File: src/hw/ipv4_fwd_pkg.sv
/* IPv4 forwarding definitions */

package ipv4_fwd_pkg;

    ////////////////////////////////////////
    // Stream format

    localparam int data_bytes = 8;

    typedef logic [data_bytes*8-1:0] data_t;
    typedef logic [data_bytes-1:0]   keep_t;

    // Beat index within a frame, holds at 7
    typedef logic [2:0] beat_idx_t;

    // Input beat to output beat
    localparam int pipe_latency = 5;

    ////////////////////////////////////////
    // Header layout and constants

    localparam int eth_hdr_bytes  = 14;
    localparam int ipv4_hdr_bytes = 20;

    localparam logic [15:0] ipv4_ether_type = 16'h0800;
    localparam logic [3:0]  ipv4_version    = 4'd4;
    localparam logic [3:0]  ipv4_ihl        = 4'd5;

    // Byte 0 of the frame sits in lane 0, the top byte of beat 0
    localparam int ether_type_beat = (eth_hdr_bytes - 2) / data_bytes;
    localparam int ether_type_lane = (eth_hdr_bytes - 2) % data_bytes;
    localparam int ver_ihl_beat    = eth_hdr_bytes / data_bytes;
    localparam int ver_ihl_lane    = eth_hdr_bytes % data_bytes;

    localparam int ttl_beat = 2;
    localparam int ttl_lane = 6;
    localparam int chk_beat = 3;
    localparam int chk_lane = 0;

    localparam int hdr_last_beat = (eth_hdr_bytes + ipv4_hdr_bytes - 1) / data_bytes;

    ////////////////////////////////////////
    // Forwarding verdict

    typedef enum logic [1:0] {
        fwd_ok,
        fwd_not_ipv4,
        fwd_bad_chk,
        fwd_ttl_expired
    } fwd_verdict_e;

endpackage

File: src/hw/ipv4_fwd_ifcs.sv
/* Internal stage interfaces */


// Verdict and rewrite values, execute to result
interface fwd_verdict_ifc;
    logic                       verdict_valid;
    ipv4_fwd_pkg::fwd_verdict_e verdict;
    logic [7:0]                 new_ttl;
    logic [15:0]                new_chk;

    modport execute_mp (output verdict_valid, verdict, new_ttl, new_chk);
    modport result_mp (input verdict_valid, verdict, new_ttl, new_chk);
endinterface

File: src/hw/ipv4_result_stage.sv
/* Delay line and header rewrite */

`timescale 1ns/1ps

module ipv4_result_stage #(
    parameter int delay_depth = ipv4_fwd_pkg::pipe_latency
) (
    input  logic                core_clk_ifc,
    input  logic                rst_n,
    input  logic                in_valid,
    input  ipv4_fwd_pkg::data_t in_data,
    input  ipv4_fwd_pkg::keep_t in_keep,
    input  logic                in_last,
    fwd_verdict_ifc.result_mp   verdict,
    output logic                out_valid,
    output ipv4_fwd_pkg::data_t out_data,
    output ipv4_fwd_pkg::keep_t out_keep,
    output logic                out_last,
    output logic                out_hdr_err
);

    localparam int dw = ipv4_fwd_pkg::data_bytes * 8;

    logic                       valid_q [delay_depth];
    logic                       last_q  [delay_depth];
    ipv4_fwd_pkg::keep_t        keep_q  [delay_depth];
    ipv4_fwd_pkg::data_t        data_q  [delay_depth];
    ipv4_fwd_pkg::beat_idx_t    out_beat_idx;
    ipv4_fwd_pkg::fwd_verdict_e verdict_q;
    ipv4_fwd_pkg::fwd_verdict_e cur_verdict;
    logic [7:0]                 new_ttl_q;
    logic [15:0]                new_chk_q;
    logic [7:0]                 cur_new_ttl;
    logic [15:0]                cur_new_chk;

    ////////////////////////////////////////
    // Delay line

    always_ff @(posedge core_clk_ifc) begin
        if (!rst_n) begin
            for (int i = 0; i < delay_depth; i++) begin
                valid_q[i] <= 1'b0;
                last_q[i]  <= 1'b0;
            end
            verdict_q    <= ipv4_fwd_pkg::fwd_ok;
            out_beat_idx <= '0;
        end else begin
            valid_q[0] <= in_valid;
            last_q[0]  <= in_valid && in_last;
            for (int i = 1; i < delay_depth; i++) begin
                valid_q[i] <= valid_q[i-1];
                last_q[i]  <= last_q[i-1];
            end
            if (verdict.verdict_valid) begin
                verdict_q <= verdict.verdict;
            end
            // Outgoing beat position
            if (out_valid) begin
                if (out_last) begin
                    out_beat_idx <= '0;
                end else if (out_beat_idx != '1) begin
                    out_beat_idx <= out_beat_idx + 3'd1;
                end
            end
        end
    end

    always_ff @(posedge core_clk_ifc) begin
        data_q[0] <= in_data;
        keep_q[0] <= in_keep;
        for (int i = 1; i < delay_depth; i++) begin
            data_q[i] <= data_q[i-1];
            keep_q[i] <= keep_q[i-1];
        end
        if (verdict.verdict_valid) begin
            new_ttl_q <= verdict.new_ttl;
            new_chk_q <= verdict.new_chk;
        end
    end

    ////////////////////////////////////////
    // Rewrite and flag

    // A verdict arriving this cycle is used at once, for short delay lines
    assign cur_verdict = verdict.verdict_valid ? verdict.verdict : verdict_q;
    assign cur_new_ttl = verdict.verdict_valid ? verdict.new_ttl : new_ttl_q;
    assign cur_new_chk = verdict.verdict_valid ? verdict.new_chk : new_chk_q;

    always_comb begin
        out_data = data_q[delay_depth-1];
        if (cur_verdict == ipv4_fwd_pkg::fwd_ok) begin
            if (out_beat_idx == ipv4_fwd_pkg::ttl_beat) begin
                out_data[dw-1-8*ipv4_fwd_pkg::ttl_lane -: 8] = cur_new_ttl;
            end
            if (out_beat_idx == ipv4_fwd_pkg::chk_beat) begin
                out_data[dw-1-8*ipv4_fwd_pkg::chk_lane -: 16] = cur_new_chk;
            end
        end
    end

    assign out_valid   = valid_q[delay_depth-1];
    assign out_last    = last_q[delay_depth-1];
    assign out_keep    = keep_q[delay_depth-1];
    assign out_hdr_err = out_valid && out_last && (cur_verdict != ipv4_fwd_pkg::fwd_ok);

endmodule

File: src/flat_wrapper.sv
// flat-port wrapper written by rule: the top's interface ports become plain ports
module ipv4_result_stage_flat 
#(
    parameter int delay_depth = ipv4_fwd_pkg::pipe_latency
)
  (core_clk_ifc, rst_n, in_valid, in_data, in_keep, in_last, out_valid, out_data, out_keep, out_last, out_hdr_err, verdict_verdict_valid, verdict_verdict, verdict_new_ttl, verdict_new_chk);
  fwd_verdict_ifc verdict_i ();
  input  logic core_clk_ifc;
  input  logic rst_n;
  input  logic in_valid;
  input  ipv4_fwd_pkg::data_t in_data;
  input  ipv4_fwd_pkg::keep_t in_keep;
  input  logic in_last;
  output logic out_valid;
  output ipv4_fwd_pkg::data_t out_data;
  output ipv4_fwd_pkg::keep_t out_keep;
  output logic out_last;
  output logic out_hdr_err;
  input wire logic [$bits(verdict_i.verdict_valid)-1:0] verdict_verdict_valid;
  input wire logic [$bits(verdict_i.verdict)-1:0] verdict_verdict;
  input wire logic [$bits(verdict_i.new_ttl)-1:0] verdict_new_ttl;
  input wire logic [$bits(verdict_i.new_chk)-1:0] verdict_new_chk;
  assign verdict_i.verdict_valid = verdict_verdict_valid;
  assign verdict_i.verdict = verdict_verdict;
  assign verdict_i.new_ttl = verdict_new_ttl;
  assign verdict_i.new_chk = verdict_new_chk;
  ipv4_result_stage #(.delay_depth(delay_depth)) u_core (.core_clk_ifc(core_clk_ifc), .rst_n(rst_n), .in_valid(in_valid), .in_data(in_data), .in_keep(in_keep), .in_last(in_last), .verdict(verdict_i), .out_valid(out_valid), .out_data(out_data), .out_keep(out_keep), .out_last(out_last), .out_hdr_err(out_hdr_err));
endmodule
File: config.mk
export PLATFORM = sky130hd
export DESIGN_NAME = ipv4_result_stage_flat
export DESIGN_NICKNAME = d
export VERILOG_FILES = /design/src/hw/ipv4_fwd_pkg.sv /design/src/hw/ipv4_fwd_ifcs.sv /design/src/hw/ipv4_result_stage.sv /design/src/flat_wrapper.sv
export SDC_FILE = /design/constraint.sdc
export NUM_CORES = 1
export LEC_CHECK = 0
export BUFFER_PORTS_ARGS = -buffer_cell sky130_fd_sc_hd__buf_2
export CELL_PAD_IN_SITES_DETAIL_PLACEMENT = 1
export CELL_PAD_IN_SITES_GLOBAL_PLACEMENT = 2
export CORE_ASPECT_RATIO = 1.75
export CORE_UTILIZATION = 32
export DETAILED_ROUTE_END_ITERATION = 8
export GPL_TIMING_DRIVEN = 0
export PLACE_DENSITY_LB_ADDON = 0.1
export SYNTH_ARGS = -nofsm -noshare
export SYNTH_HDL_FRONTEND = slang
export SYNTH_SLANG_ARGS = --single-unit
export TNS_END_PERCENT = 50
File: constraint.sdc
create_clock -name core_clk_ifc -period 3.1 [get_ports core_clk_ifc]
set_input_delay 0.465 -clock core_clk_ifc [delete_from_list [all_inputs] [get_ports core_clk_ifc]]
set_output_delay 0.465 -clock core_clk_ifc [all_outputs]
set_load 0.01 [all_outputs]
# After elaboration in Yosys (flattened, before gate mapping)

Memory sizes are Yosys's and may differ from the RTL's.
Index checks and enable logic that the tools add are counted.

$lt $le $gt $ge: 0
Add/sub/neg operators: 1
$mul: 0
Shift operators: 0
Bitwise operators: 10
Div/mod/pow operators: 0
Reduce and logical (&&, ||, !) cells: 7
Equality and inequality tests: 3
Multiplexer cells: 21

Operator list:

| cell                                          | number |
|---|---|
| two-way mux 16 bit                            | 3 |
| two-way mux 8 bit                             | 3 |
| two-way mux 1 bit                             | 12 |
| OR 1 bit                                      | 10 |
| == test 3 x 2 -> 1 bit, second input constant | 2 |
| two-way mux 3 bit                             | 2 |
| nonzero test 2 bit                            | 2 |
| adder 3 x 1 -> 3 bit, second input constant   | 1 |
| logical AND 1 bit                             | 3 |
| inequality test 3 bit, second input constant  | 1 |
| zero test 2 bit                               | 1 |
| two-way mux 2 bit                             | 1 |
| AND reduction 2 bit                           | 1 |

Register bits after elaboration: 29
Output and inout port bits: 75
Input port bits: 103
Memory bits (read-only): 0
Bits in latches: 0
Memories kept: 4
Logic and storage cells: 50
RAM bits: 370

Memory list:

| memory         | words | bits a word | read ports | clocked after Yosys merged registers in | wr ports | RTL line                | RTL |
|---|---|---|---|---|---|---|---|
| u_core.data_q  | 5     | 64          | 5          | 0                                       | 5        | ipv4_result_stage.sv:27 | `ipv4_fwd_pkg::data_t data_q [delay_depth];` |
| u_core.keep_q  | 5     | 8           | 5          | 0                                       | 5        | ipv4_result_stage.sv:26 | `ipv4_fwd_pkg::keep_t keep_q [delay_depth];` |
| u_core.last_q  | 5     | 1           | 5          | 0                                       | 5        | ipv4_result_stage.sv:25 | `logic last_q [delay_depth];` |
| u_core.valid_q | 5     | 1           | 5          | 0                                       | 5        | ipv4_result_stage.sv:24 | `logic valid_q [delay_depth];` |

# Longest topological paths before layout

Depth after elaboration: 3
Depth in mapped cells: 5
Gate-level depth less buffers: 5

# Worst setup path before layout

No wires, ideal clock.

Path kind: input-to-output
From: input port verdict_verdict_valid
To: output port out_data[53]
Arrival: 1.762 ns
Required time: 2.635 ns
Buffers on the path: 2
Slack: 0.873 ns
Cell stages on the path: 5
Cell sequence: buf_6 -> or3_4 -> a21boi_4 -> buf_12 -> mux2_4

Longest elaborated chain between the ends: 3
Elaborated cells on any way between the ends: 5
Classes of those cells: mux: 4; reduce/logical: 1

RTL lines:

| item                                                           | RTL line                                         | RTL |
|---|---|---|
| from (decl)                                                    | flat_wrapper.sv:19                               | `input wire logic [$bits(verdict_i.verdict_valid)-1:0] verdict_verdict_valid;` |
| two-way mux 16 bit / two-way mux 2 bit (equally long branches) | ipv4_result_stage.sv:87, ipv4_result_stage.sv:85 |  |
| two-way mux 16 bit / zero test 2 bit (equally long branches)   | ipv4_result_stage.sv:95, ipv4_result_stage.sv:91 |  |
| two-way mux 16 bit (*)                                         | ipv4_result_stage.sv:91                          | `if (cur_verdict == ipv4_fwd_pkg::fwd_ok) begin` |
| to (decl)                                                      | flat_wrapper.sv:15                               | `output ipv4_fwd_pkg::data_t out_data;` |

Every way passes the cells marked *; elsewhere a longest branch is shown, timed or not.

# Worst setup path in the final report

From: register u_core.verdict_q[0]
To: output port out_data[60]

Longest elaborated chain between the ends: 3

RTL lines:

| item                   | RTL line                | RTL |
|---|---|---|
| from (decl)            | ipv4_result_stage.sv:29 | `ipv4_fwd_pkg::fwd_verdict_e verdict_q;` |
| from (signal assigned) | ipv4_result_stage.sv:45 | `verdict_q <= ipv4_fwd_pkg::fwd_ok;` |
| from (signal assigned) | ipv4_result_stage.sv:55 | `verdict_q <= verdict.verdict;` |
| two-way mux 2 bit      | ipv4_result_stage.sv:85 | `assign cur_verdict = verdict.verdict_valid ? verdict.verdict : verdict_q;` |
| zero test 2 bit        | ipv4_result_stage.sv:91 |  |
| two-way mux 16 bit     | ipv4_result_stage.sv:91 |  |

No other way between the ends.

==> results.toml <==
[sta]
skew_ps = 11.8
hold_viol = 0
final.period_utilization_pct = 86.0
maxSlewViolCount = 0
setup_viol = 0
min_period_ps = 2670
worstMarginPinSlew_ps = 579
maxSlewHeadroom_pct = 61.4
max_freq_mhz = 375
finalSetupTns_ps = 0
rsz0062_at_grt = "false"

[min_path]
hold_path_class = "in2reg"

[clocking]
clk_pin_slew_ps = 60
ctsResizeCount = 0
hold_buffers = 0
cts-root-buf = "clkbuf_16"
cts_max_level = 2
cts_buffers = 36
clk_latency_ps = 510
cts_tree = "yes"
cts_post_setup_buffers_inserted = 0
cts.sinks = 399
clockBufferDepth = 3

[route]
viasPerCell = 3.66
drc = 0
ant_nets = 0
drt-total-wl_um = 14200
drt_iter0_drc = 83
wl_per_cell_um = 12.2
dr.pass1.iters = 4
via_count = 4228

[setup_path]
crit_arrival_ps = 2200
worst_setup_path_start_kind = "flip-flop"
crit_start = "u_core.verdict_q[0]"
worst-r2r-cell-count = 5
worstReg2RegEnd = "u_core.out_beat_idx[2]"
cp.required_ps = 2630
r2r_slack_ps = 1560
cp_max_fo = 10
cp-end-kind = "output port"
cp-endpoint = "out_data[60]"
regToRegStartpoint = "u_core.out_beat_idx[0]"
crit_type = "reg2out"

[logic_synthesis]
ys_ff_latch = 399
ys_types = 25
synth_ff_type = "dfxtp_1"
yosys_warnings = 0
synth_cells = 537
syn_area_per_cell_um2 = 17.2
synth_edf_count = 0
ys_seq_area_share_pct = 86.2
async_flop_share_pct = 0
syn-num-nets = 644
synth.most_common_cell = "dfxtp_1"
synth_top_area_share_pct = 86.2
yosysTopAreaCell = "dfxtp_1"
yosys-top-cells-count = "dfxtp_1, buf_4, mux2_2, mux2_4, and2_1"
yosys-top-cells-area = "dfxtp_1, mux2_2, buf_4, mux2_4, and2_1"
syn_area_um2 = 9260

[global_route]
grtUsageTotal_pct = 9.76
antenna_found_initial = 0
grt_pass1_wl_um = 21900
grt_pass1_vias = 4585
overflow = 0
grt_max_degree = 17

[final_layout]
multi_input_comb_area_um2 = 862
syn_to_final_growth_pct = 28.0
fin_nets = 858
nFillCells = 2973
ff_latch_area_um2 = 7990
num_antenna_cells = 0
drive_gt1_share_pct = 43.6
final_cells = 1156

[placed_design]
io_buffers = 176
place_inst = 1091
place_hpwl_um = 9690
globalplace.congestion = 0.686

[floorplan]
core_area_um2 = 28500
die_area_um2 = 29700
die_y_um = 227
start_util_pct = 32.5
fp.dieW_um = 131
io_pins = 178
core.rowCount = 82

[power_and_ir_drop]
p_leak_nw = 5.26
ir_drop_uv = 422
pwr_density_cell_nw_per_um2 = 865

[run_status]
outcome = "finished clean"

[job]
cap_violations = 0
## registers in the layout, summed over array words and instances, names as in the netlist
signal               cells
u_core.data_q          320
u_core.keep_q           40
u_core.new_chk_q        16
u_core.new_ttl_q         8
u_core.last_q            5
u_core.valid_q           5
u_core.out_beat_idx      3
u_core.verdict_q         2
## cell usage in the layout, fill, tap and decap left out, types with 3 or more instances in the layout
| cell type | n |
|---|---|
| and2_1 | 9 |
| buf_2 | 177 |
| buf_4 | 48 |
| bufinv_16 | 3 |
| clkbuf_1 | 8 |
| clkbuf_16 | 37 |
| clkbuf_8 | 10 |
| clkinv_2 | 5 |
| dfxtp_1 | 399 |
| ha_1 | 4 |
| inv_6 | 3 |
| mux2_2 | 38 |
| mux2_4 | 10 |
| nor2_1 | 3 |
| o21a_1 | 3 |
## logic make-up after synthesis
| family | share of synthesized area [%] |
|---|---|
| adders and majority gates | 0.540 |
| DFF | 86.2 |
| muxes | 6.46 |
| AOI/OAI and AO/OA | 0.811 |
| and+or+nand+nor | 1.50 |
| buffers and inverters | 4.44 |
## metal layers
metal / part of all wire, % / vias up / wire, um / track usage (%)
met5: 0 / - / 0 / 0
li1: - / 2089 / - / -
met1: 33 / 1959 / 4740 / 8.63
met3: 7.2 / 45 / 1030 / 3.34
met2: 55 / 135 / 7810 / 18.4
met4: 4.1 / 0 / 574 / 6.01
## area by class of cell
| type | count | area share, % |
|---|---|---|
| buffer | 53 | 3.41 |
| clock buffer | 53 | 9.16 |
| clock inverter | 12 | 1.27 |
| inverter | 2 | 0.0633 |
| multi-input combinational | 83 | 7.27 |
| sequential | 399 | 67.4 |
| tap | 378 | 3.99 |
| timing repair buffer | 176 | 7.43 |
## worst max-delay path, stage by stage (launching register included)
cell,delay (ps)
dfxtp_1,310
or3_4,400
a21boi_4,330
buf_12,190
mux2_4,300
buf_2,150
## worst min path at each step
stage | startpoint | to | slack [ps] | cells past startpoint
CTS | in_data[41] | u_core.data_q[0][41] | 10 | 1
detailed placement | u_core.data_q[0][2] | u_core.data_q[0][66] | 310 | 0
floorplan | u_core.data_q[0][36] | u_core.data_q[0][100] | 310 | 0
finish | in_data[28] | u_core.data_q[0][28] | 50 | 1
global placement | u_core.data_q[0][156] | u_core.data_q[0][220] | 310 | 0
global route | in_keep[0] | u_core.keep_q[0][0] | 20 | 1
## report_power, final
part | total, mW | internal (mW) | switching (mW)
clock | 4.50 | 2.69 | 1.80
sequential | 5.48 | 5.41 | 0.0637
combinational | 0.272 | 0.165 | 0.107
total | 10.2 | 8.27 | 1.97
## through the flow
| stage | area (um2) | util (%) | total power [mW] | setup WS, ps | hold WS, ps |
|---|---|---|---|---|---|
| 5_1_grt | 11900 | 41.6 | 10.7 | 302 | 17.0 |
| 2_1_floorplan | 9260 | - | 5.71 | 873 | 310 |
| 3_3_place_gp | 10600 | 37.2 | 5.86 | 623 | 310 |
| 4_1_cts | 11900 | 41.6 | 10.5 | 368 | 14.7 |
| 3_5_place_dp | 10600 | 37.2 | 5.88 | 617 | 313 |
| 6_report | 11900 | 41.6 | 10.2 | 433 | 48.7 |
Power figures use the tool's default switching activity.
