===== src/hw/ipv4_fwd_pkg.sv =====
/* IPv4 forwarding definitions */

package ipv4_fwd_pkg;

    ////////////////////////////////////////
    // Stream format

    localparam int data_bytes = 8;

    typedef logic [data_bytes*8-1:0] data_t;
    typedef logic [data_bytes-1:0]   keep_t;

    // Beat index within a frame, holds at 7
    typedef logic [2:0] beat_idx_t;

    // Input beat to output beat
    localparam int pipe_latency = 5;

    ////////////////////////////////////////
    // Header layout and constants

    localparam int eth_hdr_bytes  = 14;
    localparam int ipv4_hdr_bytes = 20;

    localparam logic [15:0] ipv4_ether_type = 16'h0800;
    localparam logic [3:0]  ipv4_version    = 4'd4;
    localparam logic [3:0]  ipv4_ihl        = 4'd5;

    // Byte 0 of the frame sits in lane 0, the top byte of beat 0
    localparam int ether_type_beat = (eth_hdr_bytes - 2) / data_bytes;
    localparam int ether_type_lane = (eth_hdr_bytes - 2) % data_bytes;
    localparam int ver_ihl_beat    = eth_hdr_bytes / data_bytes;
    localparam int ver_ihl_lane    = eth_hdr_bytes % data_bytes;

    localparam int ttl_beat = 2;
    localparam int ttl_lane = 6;
    localparam int chk_beat = 3;
    localparam int chk_lane = 0;

    localparam int hdr_last_beat = (eth_hdr_bytes + ipv4_hdr_bytes - 1) / data_bytes;

    ////////////////////////////////////////
    // Forwarding verdict

    typedef enum logic [1:0] {
        fwd_ok,
        fwd_not_ipv4,
        fwd_bad_chk,
        fwd_ttl_expired
    } fwd_verdict_e;

endpackage


===== src/hw/ipv4_fwd_ifcs.sv =====
/* Internal stage interfaces */

`timescale 1ns/1ps

// Header fields, decode to execute
interface hdr_fields_ifc;
    logic        fields_valid;
    logic [15:0] ether_type;
    logic [3:0]  version;
    logic [3:0]  ihl;
    logic [7:0]  ttl;
    logic [15:0] hdr_chk;
    // Folded ones' complement sum over all ten header words
    logic [15:0] hdr_sum;

    modport decode_mp (output fields_valid, ether_type, version, ihl, ttl, hdr_chk, hdr_sum);
    modport execute_mp (input fields_valid, ether_type, version, ihl, ttl, hdr_chk, hdr_sum);
endinterface

// Verdict and rewrite values, execute to result
interface fwd_verdict_ifc;
    logic                       verdict_valid;
    ipv4_fwd_pkg::fwd_verdict_e verdict;
    logic [7:0]                 new_ttl;
    logic [15:0]                new_chk;

    modport execute_mp (output verdict_valid, verdict, new_ttl, new_chk);
    modport result_mp (input verdict_valid, verdict, new_ttl, new_chk);
endinterface


===== src/hw/ipv4_ttl_execute.sv =====
/* Forwarding verdict and TTL update */

`timescale 1ns/1ps

module ipv4_ttl_execute (
    input  logic               core_clk_ifc,
    input  logic               rst_n,
    hdr_fields_ifc.execute_mp  fields,
    fwd_verdict_ifc.execute_mp verdict
);

    ipv4_fwd_pkg::fwd_verdict_e verdict_next;
    logic [7:0]                 ttl_dec;
    logic [17:0]                upd_sum;
    logic [16:0]                upd_fold;
    logic [15:0]                upd_chk;

    ////////////////////////////////////////
    // Verdict, in priority order

    always_comb begin
        if (fields.ether_type != ipv4_fwd_pkg::ipv4_ether_type ||
            fields.version != ipv4_fwd_pkg::ipv4_version ||
            fields.ihl != ipv4_fwd_pkg::ipv4_ihl) begin
            verdict_next = ipv4_fwd_pkg::fwd_not_ipv4;
        end else if (fields.hdr_sum != 16'hffff) begin
            verdict_next = ipv4_fwd_pkg::fwd_bad_chk;
        end else if (fields.ttl <= 8'd1) begin
            verdict_next = ipv4_fwd_pkg::fwd_ttl_expired;
        end else begin
            verdict_next = ipv4_fwd_pkg::fwd_ok;
        end
    end

    ////////////////////////////////////////
    // Incremental checksum

    assign ttl_dec = fields.ttl - 8'd1;

    // HC' = ~(~HC + ~m + m') with m the TTL/protocol word.
    // Protocol is unchanged, so it cancels and zero stands in for it
    assign upd_sum = {2'b00, ~fields.hdr_chk}
                   + {2'b00, ~{fields.ttl, 8'h00}}
                   + {2'b00, ttl_dec, 8'h00};

    assign upd_fold = {1'b0, upd_sum[15:0]} + {15'd0, upd_sum[17:16]};
    assign upd_chk  = ~(upd_fold[15:0] + {15'd0, upd_fold[16]});

    ////////////////////////////////////////
    // Outputs

    always_ff @(posedge core_clk_ifc) begin
        if (!rst_n) begin
            verdict.verdict_valid <= 1'b0;
        end else begin
            verdict.verdict_valid <= fields.fields_valid;
        end
    end

    always_ff @(posedge core_clk_ifc) begin
        if (fields.fields_valid) begin
            verdict.verdict <= verdict_next;
            verdict.new_ttl <= ttl_dec;
            verdict.new_chk <= upd_chk;
        end
    end

endmodule


===== src/flat_wrapper.sv =====
// flat-port wrapper written by rule: the top's interface ports become plain ports
module ipv4_ttl_execute_flat 
  (core_clk_ifc, rst_n, fields_fields_valid, fields_ether_type, fields_version, fields_ihl, fields_ttl, fields_hdr_chk, fields_hdr_sum, verdict_verdict_valid, verdict_verdict, verdict_new_ttl, verdict_new_chk);
  hdr_fields_ifc fields_i ();
  fwd_verdict_ifc verdict_i ();
  input  logic core_clk_ifc;
  input  logic rst_n;
  input wire logic [$bits(fields_i.fields_valid)-1:0] fields_fields_valid;
  input wire logic [$bits(fields_i.ether_type)-1:0] fields_ether_type;
  input wire logic [$bits(fields_i.version)-1:0] fields_version;
  input wire logic [$bits(fields_i.ihl)-1:0] fields_ihl;
  input wire logic [$bits(fields_i.ttl)-1:0] fields_ttl;
  input wire logic [$bits(fields_i.hdr_chk)-1:0] fields_hdr_chk;
  input wire logic [$bits(fields_i.hdr_sum)-1:0] fields_hdr_sum;
  output wire logic [$bits(verdict_i.verdict_valid)-1:0] verdict_verdict_valid;
  output wire logic [$bits(verdict_i.verdict)-1:0] verdict_verdict;
  output wire logic [$bits(verdict_i.new_ttl)-1:0] verdict_new_ttl;
  output wire logic [$bits(verdict_i.new_chk)-1:0] verdict_new_chk;
  assign fields_i.fields_valid = fields_fields_valid;
  assign fields_i.ether_type = fields_ether_type;
  assign fields_i.version = fields_version;
  assign fields_i.ihl = fields_ihl;
  assign fields_i.ttl = fields_ttl;
  assign fields_i.hdr_chk = fields_hdr_chk;
  assign fields_i.hdr_sum = fields_hdr_sum;
  assign verdict_verdict_valid = verdict_i.verdict_valid;
  assign verdict_verdict = verdict_i.verdict;
  assign verdict_new_ttl = verdict_i.new_ttl;
  assign verdict_new_chk = verdict_i.new_chk;
  ipv4_ttl_execute u_core (.core_clk_ifc(core_clk_ifc), .rst_n(rst_n), .fields(fields_i), .verdict(verdict_i));
endmodule

===== config.mk =====
export PLATFORM = sky130hd
export DESIGN_NAME = ipv4_ttl_execute_flat
export DESIGN_NICKNAME = d
export VERILOG_FILES = /design/src/hw/ipv4_fwd_pkg.sv /design/src/hw/ipv4_fwd_ifcs.sv /design/src/hw/ipv4_ttl_execute.sv /design/src/flat_wrapper.sv
export SDC_FILE = /design/constraint.sdc
export NUM_CORES = 1
export LEC_CHECK = 0
export BUFFER_PORTS_ARGS = -buffer_cell sky130_fd_sc_hd__buf_2
export CAP_MARGIN = 15
export CORE_MARGIN = 1
export CORE_UTILIZATION = 47
export DETAILED_ROUTE_END_ITERATION = 6
export PLACE_DENSITY = 0.75
export SLEW_MARGIN = 25
export SYNTH_ARGS = -nofsm -noshare
export SYNTH_HDL_FRONTEND = slang
export SYNTH_SLANG_ARGS = --single-unit
export TNS_END_PERCENT = 20

===== constraint.sdc =====
create_clock -name core_clk_ifc -period 5.3 [get_ports core_clk_ifc]
set_clock_uncertainty 0.05 [all_clocks]
set_input_delay 0.265 -clock core_clk_ifc [delete_from_list [all_inputs] [get_ports core_clk_ifc]]
set_output_delay 0.265 -clock core_clk_ifc [all_outputs]
set_load 0.01 [all_outputs]

* Yosys cells after proc, flatten, opt, wreduce, memory -nomap -nowiden
Index checks and enable logic that the tools add are counted.
** Word-level totals
- Bits in latches :: 0
- Memory bits (read-only) :: 0
- Memories :: 0
- Register bits :: 27
- Logic and storage cells :: 21
- Output and inout port bits :: 27
- Memory bits (writable) :: 0
** Operators by class
- Equal/unequal tests :: 4
- Multiplexer cells :: 2
- $mul :: 0
- Shift operators :: 0
- Bitwise operators :: 3
- Add/sub/neg operators :: 5
- $lt $le $gt $ge :: 1
- Divide/modulo/power cells :: 0
- Reduce and logical (&&, ||, !) cells :: 2
** Operators by type and width (number)
- 16-bit inverter :: 3
- 18-bit by 16-bit adder with 18-bit output :: 1
- 16-bit by 16-bit adder with 17-bit output :: 1
- 16-bit by 2-bit adder with 17-bit output :: 1
- 16-bit by 1-bit adder with 16-bit output :: 1
- 16-bit by 12-bit inequality test with 1-bit output (second input constant) :: 1
- 16-bit inequality test (second input constant) :: 1
- 8-bit by 1-bit less-or-equal comparator with 1-bit output (second input constant) :: 1
- 4-bit by 3-bit inequality test with 1-bit output (second input constant) :: 2
- 8-bit by 1-bit subtractor with 8-bit output (second input constant) :: 1
- 2-bit 2-to-1 mux :: 2
- 1-bit logical OR :: 2

* Logic depth before layout (Yosys ltp)
- Depth after elaboration :: 6
- Depth in mapped cells :: 30

* Least setup slack after synthesis
OpenSTA, ideal clock, no wires.
- Path type :: input -> register
- Start point :: in fields_hdr_chk[3]
- End point :: reg u_core.verdict.new_chk[15], data pin
- Cell stages on the path :: 29
- Library setup time :: 0.259 ns
- Path buffers :: 1
- Arrival :: 5.160 ns
- Required time :: 4.991 ns
- Slack :: -0.168 ns
- Cells stage by stage :: buf_6 -> and3_4 -> nand2_1 -> o21a_1 -> o21a_1 -> o41ai_2 -> xnor2_1 -> ha_1 -> inv_1 -> a211oi_1 -> o21ai_0 -> a21boi_0 -> o21ai_0 -> nand2b_1 -> xnor2_1 -> ha_1 -> fa_1 -> nor4b_2 -> a31o_2 -> nand2_2 -> nor2_1 -> nand2_1 -> nor3_1 -> ha_1 -> and3_1 -> nand4_1 -> a211oi_4 -> a32o_2 -> nor3_2
** Between the ends
- Word-level cells in the longest chain between the ends :: 6
** Ends and longest elaborated chain
- start, declared :: RTL line flat_wrapper.sv:13 : input wire logic [$bits(fields_i.hdr_chk)-1:0] fields_hdr_chk;
- 16-bit inverter :: RTL line ipv4_ttl_execute.sv:42 : assign upd_sum = {2'b00, ~fields.hdr_chk}
- 16-bit by 16-bit adder with 17-bit output :: RTL line ipv4_ttl_execute.sv:43 : + {2'b00, ~{fields.ttl, 8'h00}}
- 18-bit by 16-bit adder with 18-bit output :: RTL line ipv4_ttl_execute.sv:44 : + {2'b00, ttl_dec, 8'h00};
- 16-bit by 2-bit adder with 17-bit output :: RTL line ipv4_ttl_execute.sv:46 : assign upd_fold = {1'b0, upd_sum[15:0]} + {15'd0, upd_sum[17:16]};
- 16-bit by 1-bit adder with 16-bit output :: RTL line ipv4_ttl_execute.sv:47 : assign upd_chk = ~(upd_fold[15:0] + {15'd0, upd_fold[16]});
- 16-bit inverter :: RTL line ipv4_ttl_execute.sv:47
- net u_core.upd_chk[15] :: RTL line ipv4_ttl_execute.sv:16 : logic [15:0] upd_chk;
- end signal, assigned :: RTL line ipv4_ttl_execute.sv:64 : verdict.new_chk <= upd_chk;
- end, declared :: RTL line ipv4_fwd_ifcs.sv:27 : modport execute_mp (output verdict_valid, verdict, new_ttl, new_chk);
The timed path passes the listed nets, and every way through them passes these cells.
A chain may end at the register's enable or synchronous reset.

* Worst setup path in the final report
- Start point :: in fields_hdr_chk[4]
- End point :: reg u_core.verdict.new_chk[15], data pin
Same word-level chain as after synthesis.

==> summary.log <==
qor: outcome.status completed
qor: die.boundaryPins 94
qor: clock_tree.cts.sinks 27
qor: synthesis.asyncSetResetFlopFracSynth 0%
qor: place.place_worst_setup_slack -0.195 ns
qor: synthesis.yosys_warnings 0
qor: drt.first_pass_iters 4
qor: clock_tree.root_buffer sky130_fd_sc_hd__clkbuf_8
qor: grt.grt_pass1_wl 11.5 mm
qor: sta.rsz0062_at_grt true
qor: synthesis.syn-instance-count 312
qor: clock_tree.cts_tree yes
qor: grt.globalRouteOverflowTotal 0
qor: grt.grt_start_max_net_pins 28
qor: final_layout.drive_above_1_share 42.1%
qor: power_and_ir_drop.vdd_ir_drop_max 0.000144 V
qor: die.initial_utilization 50.1%
qor: grt.vias_in_the_first_global_route 2,603
qor: die.die_area 6370 sq um
qor: synthesis.synth_fp_nets 404
qor: power_and_ir_drop.clkPwrFrac 12.3%
qor: synthesis.yosysUniqueCellTypes 65
qor: setup_path.crit_path_end_kind register
qor: clock_tree.clockBufferDepth 2
qor: drt.dr_total_vias 2,861
qor: clock_tree.clkSlewWorstSetupHoldPaths 0.09 ns
qor: sta.setup_slack 0.0814 ns
qor: setup_path.worstPathRequired 5.29 ns
qor: clock_tree.tritoncts.num_buffers 3
qor: worst_hold_path.worst_hold_path_cell_count 2
qor: place.gpl.final_weighted_congestion 0.912
qor: setup_path.timing.critical_path.slowest_cell_delay 0.39 ns
qor: setup_path.worst_setup_path_start_kind input port
qor: die.die_w 79.8 microns
qor: setup_path.path_class in -> reg
qor: synthesis.synth_area 2840 sq um
qor: final_layout.design.final.nets 542
qor: sta.final_cycle_share 98.5%
qor: place.hpwl 6.03 mm
qor: die.floorplan.rows 27
qor: sta.tightestPinTransition 0.610 ns
qor: power_and_ir_drop.power_switching_share 39.1%
qor: run.maxCapViolations 0
qor: drt.route.detailed.drc 0
qor: final_layout.layout.cell_area.non_filler 3910 sq um
qor: power_and_ir_drop.comb_power_share 58.4%
qor: power_and_ir_drop.p_int 613 uW
qor: setup_path.critical_path.top_delay_family compound AO/OA/AOI/OAI gates
qor: worst_hold_path.worst_hold_path_type in -> reg
qor: drt.iter_0_drt_violations 161
qor: sta.setup_viol 0
qor: clock_tree.h-tree-depth 1
qor: sta.fin_tns_setup 0 ns
qor: synthesis.yosys_register_bits 27
qor: grt.antenna_found_initial 0
qor: sta.report.final.hold_viol_count 0
qor: synthesis.synth_enable_flop_cells 26
qor: synthesis.synth_seq_area_share 28.2%
qor: setup_path.critPathArrivalTime 5.21 ns
qor: die.placeableCoreArea 5680 sq um
qor: power_and_ir_drop.power.density 257 nW/um^2
qor: die.dieHeight 79.8 microns
qor: drt.wl_per_cell 14.4 microns
qor: power_and_ir_drop.power.static_leakage 0.00171 uW
qor: place.port_buffers 93
qor: final_layout.area_growth 37.4%
qor: sta.timing.slew.headroom 59.4%
qor: clock_tree.cts_hold_repair.buffers 0
qor: place.area_of_placed_instances 3650 sq um
qor: sta.slew_viol_final 0
qor: power_and_ir_drop.power.share.sequential 29.4%
qor: setup_path.timing.critical_path.depth 29
qor: synthesis.synth_flop_cell sky130_fd_sc_hd__edfxtp_1
qor: grt.overall_global_routing_usage 23.2%
qor: setup_path.critPathMaxFanout 4
qor: sta.hold_worst_slack 0.143 ns
qor: sta.fin_crit 5.22 ns
qor: drt.drt.antenna.violating_nets 0
qor: final_layout.num_antenna_cells 0
qor: synthesis.avgSynthCellArea 9.12 sq um
qor: drt.drt_total_wl 7.52 mm
qor: sta.clock.fmax 192 MHz
qor: drt.viasPerCell 5.49
qor: setup_path.crit_slowest_cell sky130_fd_sc_hd__o41ai_4
qor: setup_path.cp_num_buf_inv 2
qor: power_and_ir_drop.p_sw 393 uW
## per-layer routing
layer | part of all wire [%] | GRT usage, % | vias to the layer above
li1 | - | - | 1405
met4 | 2.6 | 10.5 | 0
met2 | 51 | 40.3 | 77
met5 | 0 | 0 | -
met1 | 42 | 29.3 | 1360
met3 | 4.1 | 1.49 | 19
## worst paths after layout
path,startpoint,end,slack (ns)
worst min-delay path,rst_n,u_core.verdict.verdict_valid,0.14
worst max-delay path,fields_hdr_chk[4],u_core.verdict.new_chk[15],0.08
## registers in the layout, indices dropped and copies added (netlist names)
register	count
u_core.verdict.new_chk	16
u_core.verdict.new_ttl	8
u_core.verdict.verdict	2
u_core.verdict.verdict_valid	1
## cells in the final DEF (no fill, tap or decap), types with 3 or more instances in the layout
cell type,count
sky130_fd_sc_hd__o211ai_1,4
sky130_fd_sc_hd__nand4_1,10
sky130_fd_sc_hd__o2111ai_1,3
sky130_fd_sc_hd__nor4_1,6
sky130_fd_sc_hd__a21oi_2,3
sky130_fd_sc_hd__o21ai_1,6
sky130_fd_sc_hd__nand2_2,4
sky130_fd_sc_hd__nand3_1,14
sky130_fd_sc_hd__buf_2,87
sky130_fd_sc_hd__o21ai_0,5
sky130_fd_sc_hd__a211oi_1,4
sky130_fd_sc_hd__buf_4,49
sky130_fd_sc_hd__xor2_2,3
sky130_fd_sc_hd__nand3b_1,3
sky130_fd_sc_hd__xnor2_1,34
sky130_fd_sc_hd__nor3_1,5
sky130_fd_sc_hd__nand2_1,16
sky130_fd_sc_hd__ha_2,3
sky130_fd_sc_hd__nor2_1,21
sky130_fd_sc_hd__clkbuf_8,3
sky130_fd_sc_hd__inv_1,31
sky130_fd_sc_hd__xor2_1,8
sky130_fd_sc_hd__a21oi_1,8
sky130_fd_sc_hd__nor2_2,3
sky130_fd_sc_hd__o21a_1,4
sky130_fd_sc_hd__edfxtp_1,26
sky130_fd_sc_hd__ha_1,18
## cells by family after synthesis
kind of cell	Yosys count	share of synthesized area, %
compound gates	61	16.8
xor+xnor	45	14.7
fa+ha+maj	25	11.5
buf+inv	40	6.34
flops	27	28.2
simple gates	114	22.6
## power groups by stage
stage	Clock (uW)	Combinational, uW	Sequential, uW
after global routing	129	642	299
after floorplan	0	335	325
final	123	587	295
after global placement	0	525	300
after CTS	122	539	296
after detailed placement	0	536	301
## what timing repair did
action,in CTS,in global routing
gates resized for setup,0,39
endpoints found under the setup margin,0,10
buffers inserted,0,9
## final cells by class
class | count | area, sq um
fill | 446 | 1770
tap | 72 | 90.1
timing repair buffer | 140 | 856
inverter | 33 | 126
sequential | 27 | 801
multi-input combinational | 245 | 1990
clock buffer | 4 | 45.0
## metrics by stage
step                      cells  power, uW  util [%]
final                       521       1010      68.8
after global routing        521       1070      68.8
after CTS                   512        957      65.1
after detailed placement    508        837      64.3
after global placement      508        825      64.3
after floorplan             312        659         -
## cell usage after synthesis (4+ instances only)
cell	count	area (sq um)
sky130_fd_sc_hd__edfxtp_1	26	781
sky130_fd_sc_hd__nand2_1	18	67.6
sky130_fd_sc_hd__o21ai_0	8	40.0
sky130_fd_sc_hd__a21oi_1	10	50.1
sky130_fd_sc_hd__inv_1	33	124
sky130_fd_sc_hd__o21a_1	4	30.0
sky130_fd_sc_hd__ha_1	23	288
sky130_fd_sc_hd__o211ai_1	4	30.0
sky130_fd_sc_hd__xor2_1	8	70.1
sky130_fd_sc_hd__nor2_1	23	86.3
sky130_fd_sc_hd__nor4_1	6	37.5
sky130_fd_sc_hd__nand3_1	16	80.1
sky130_fd_sc_hd__nand4_1	10	62.6
sky130_fd_sc_hd__nor3_1	7	35.0
sky130_fd_sc_hd__xnor2_1	34	298
sky130_fd_sc_hd__o2111ai_1	4	35.0
sky130_fd_sc_hd__a211oi_1	5	37.5
(Power assumes the default switching activity.)
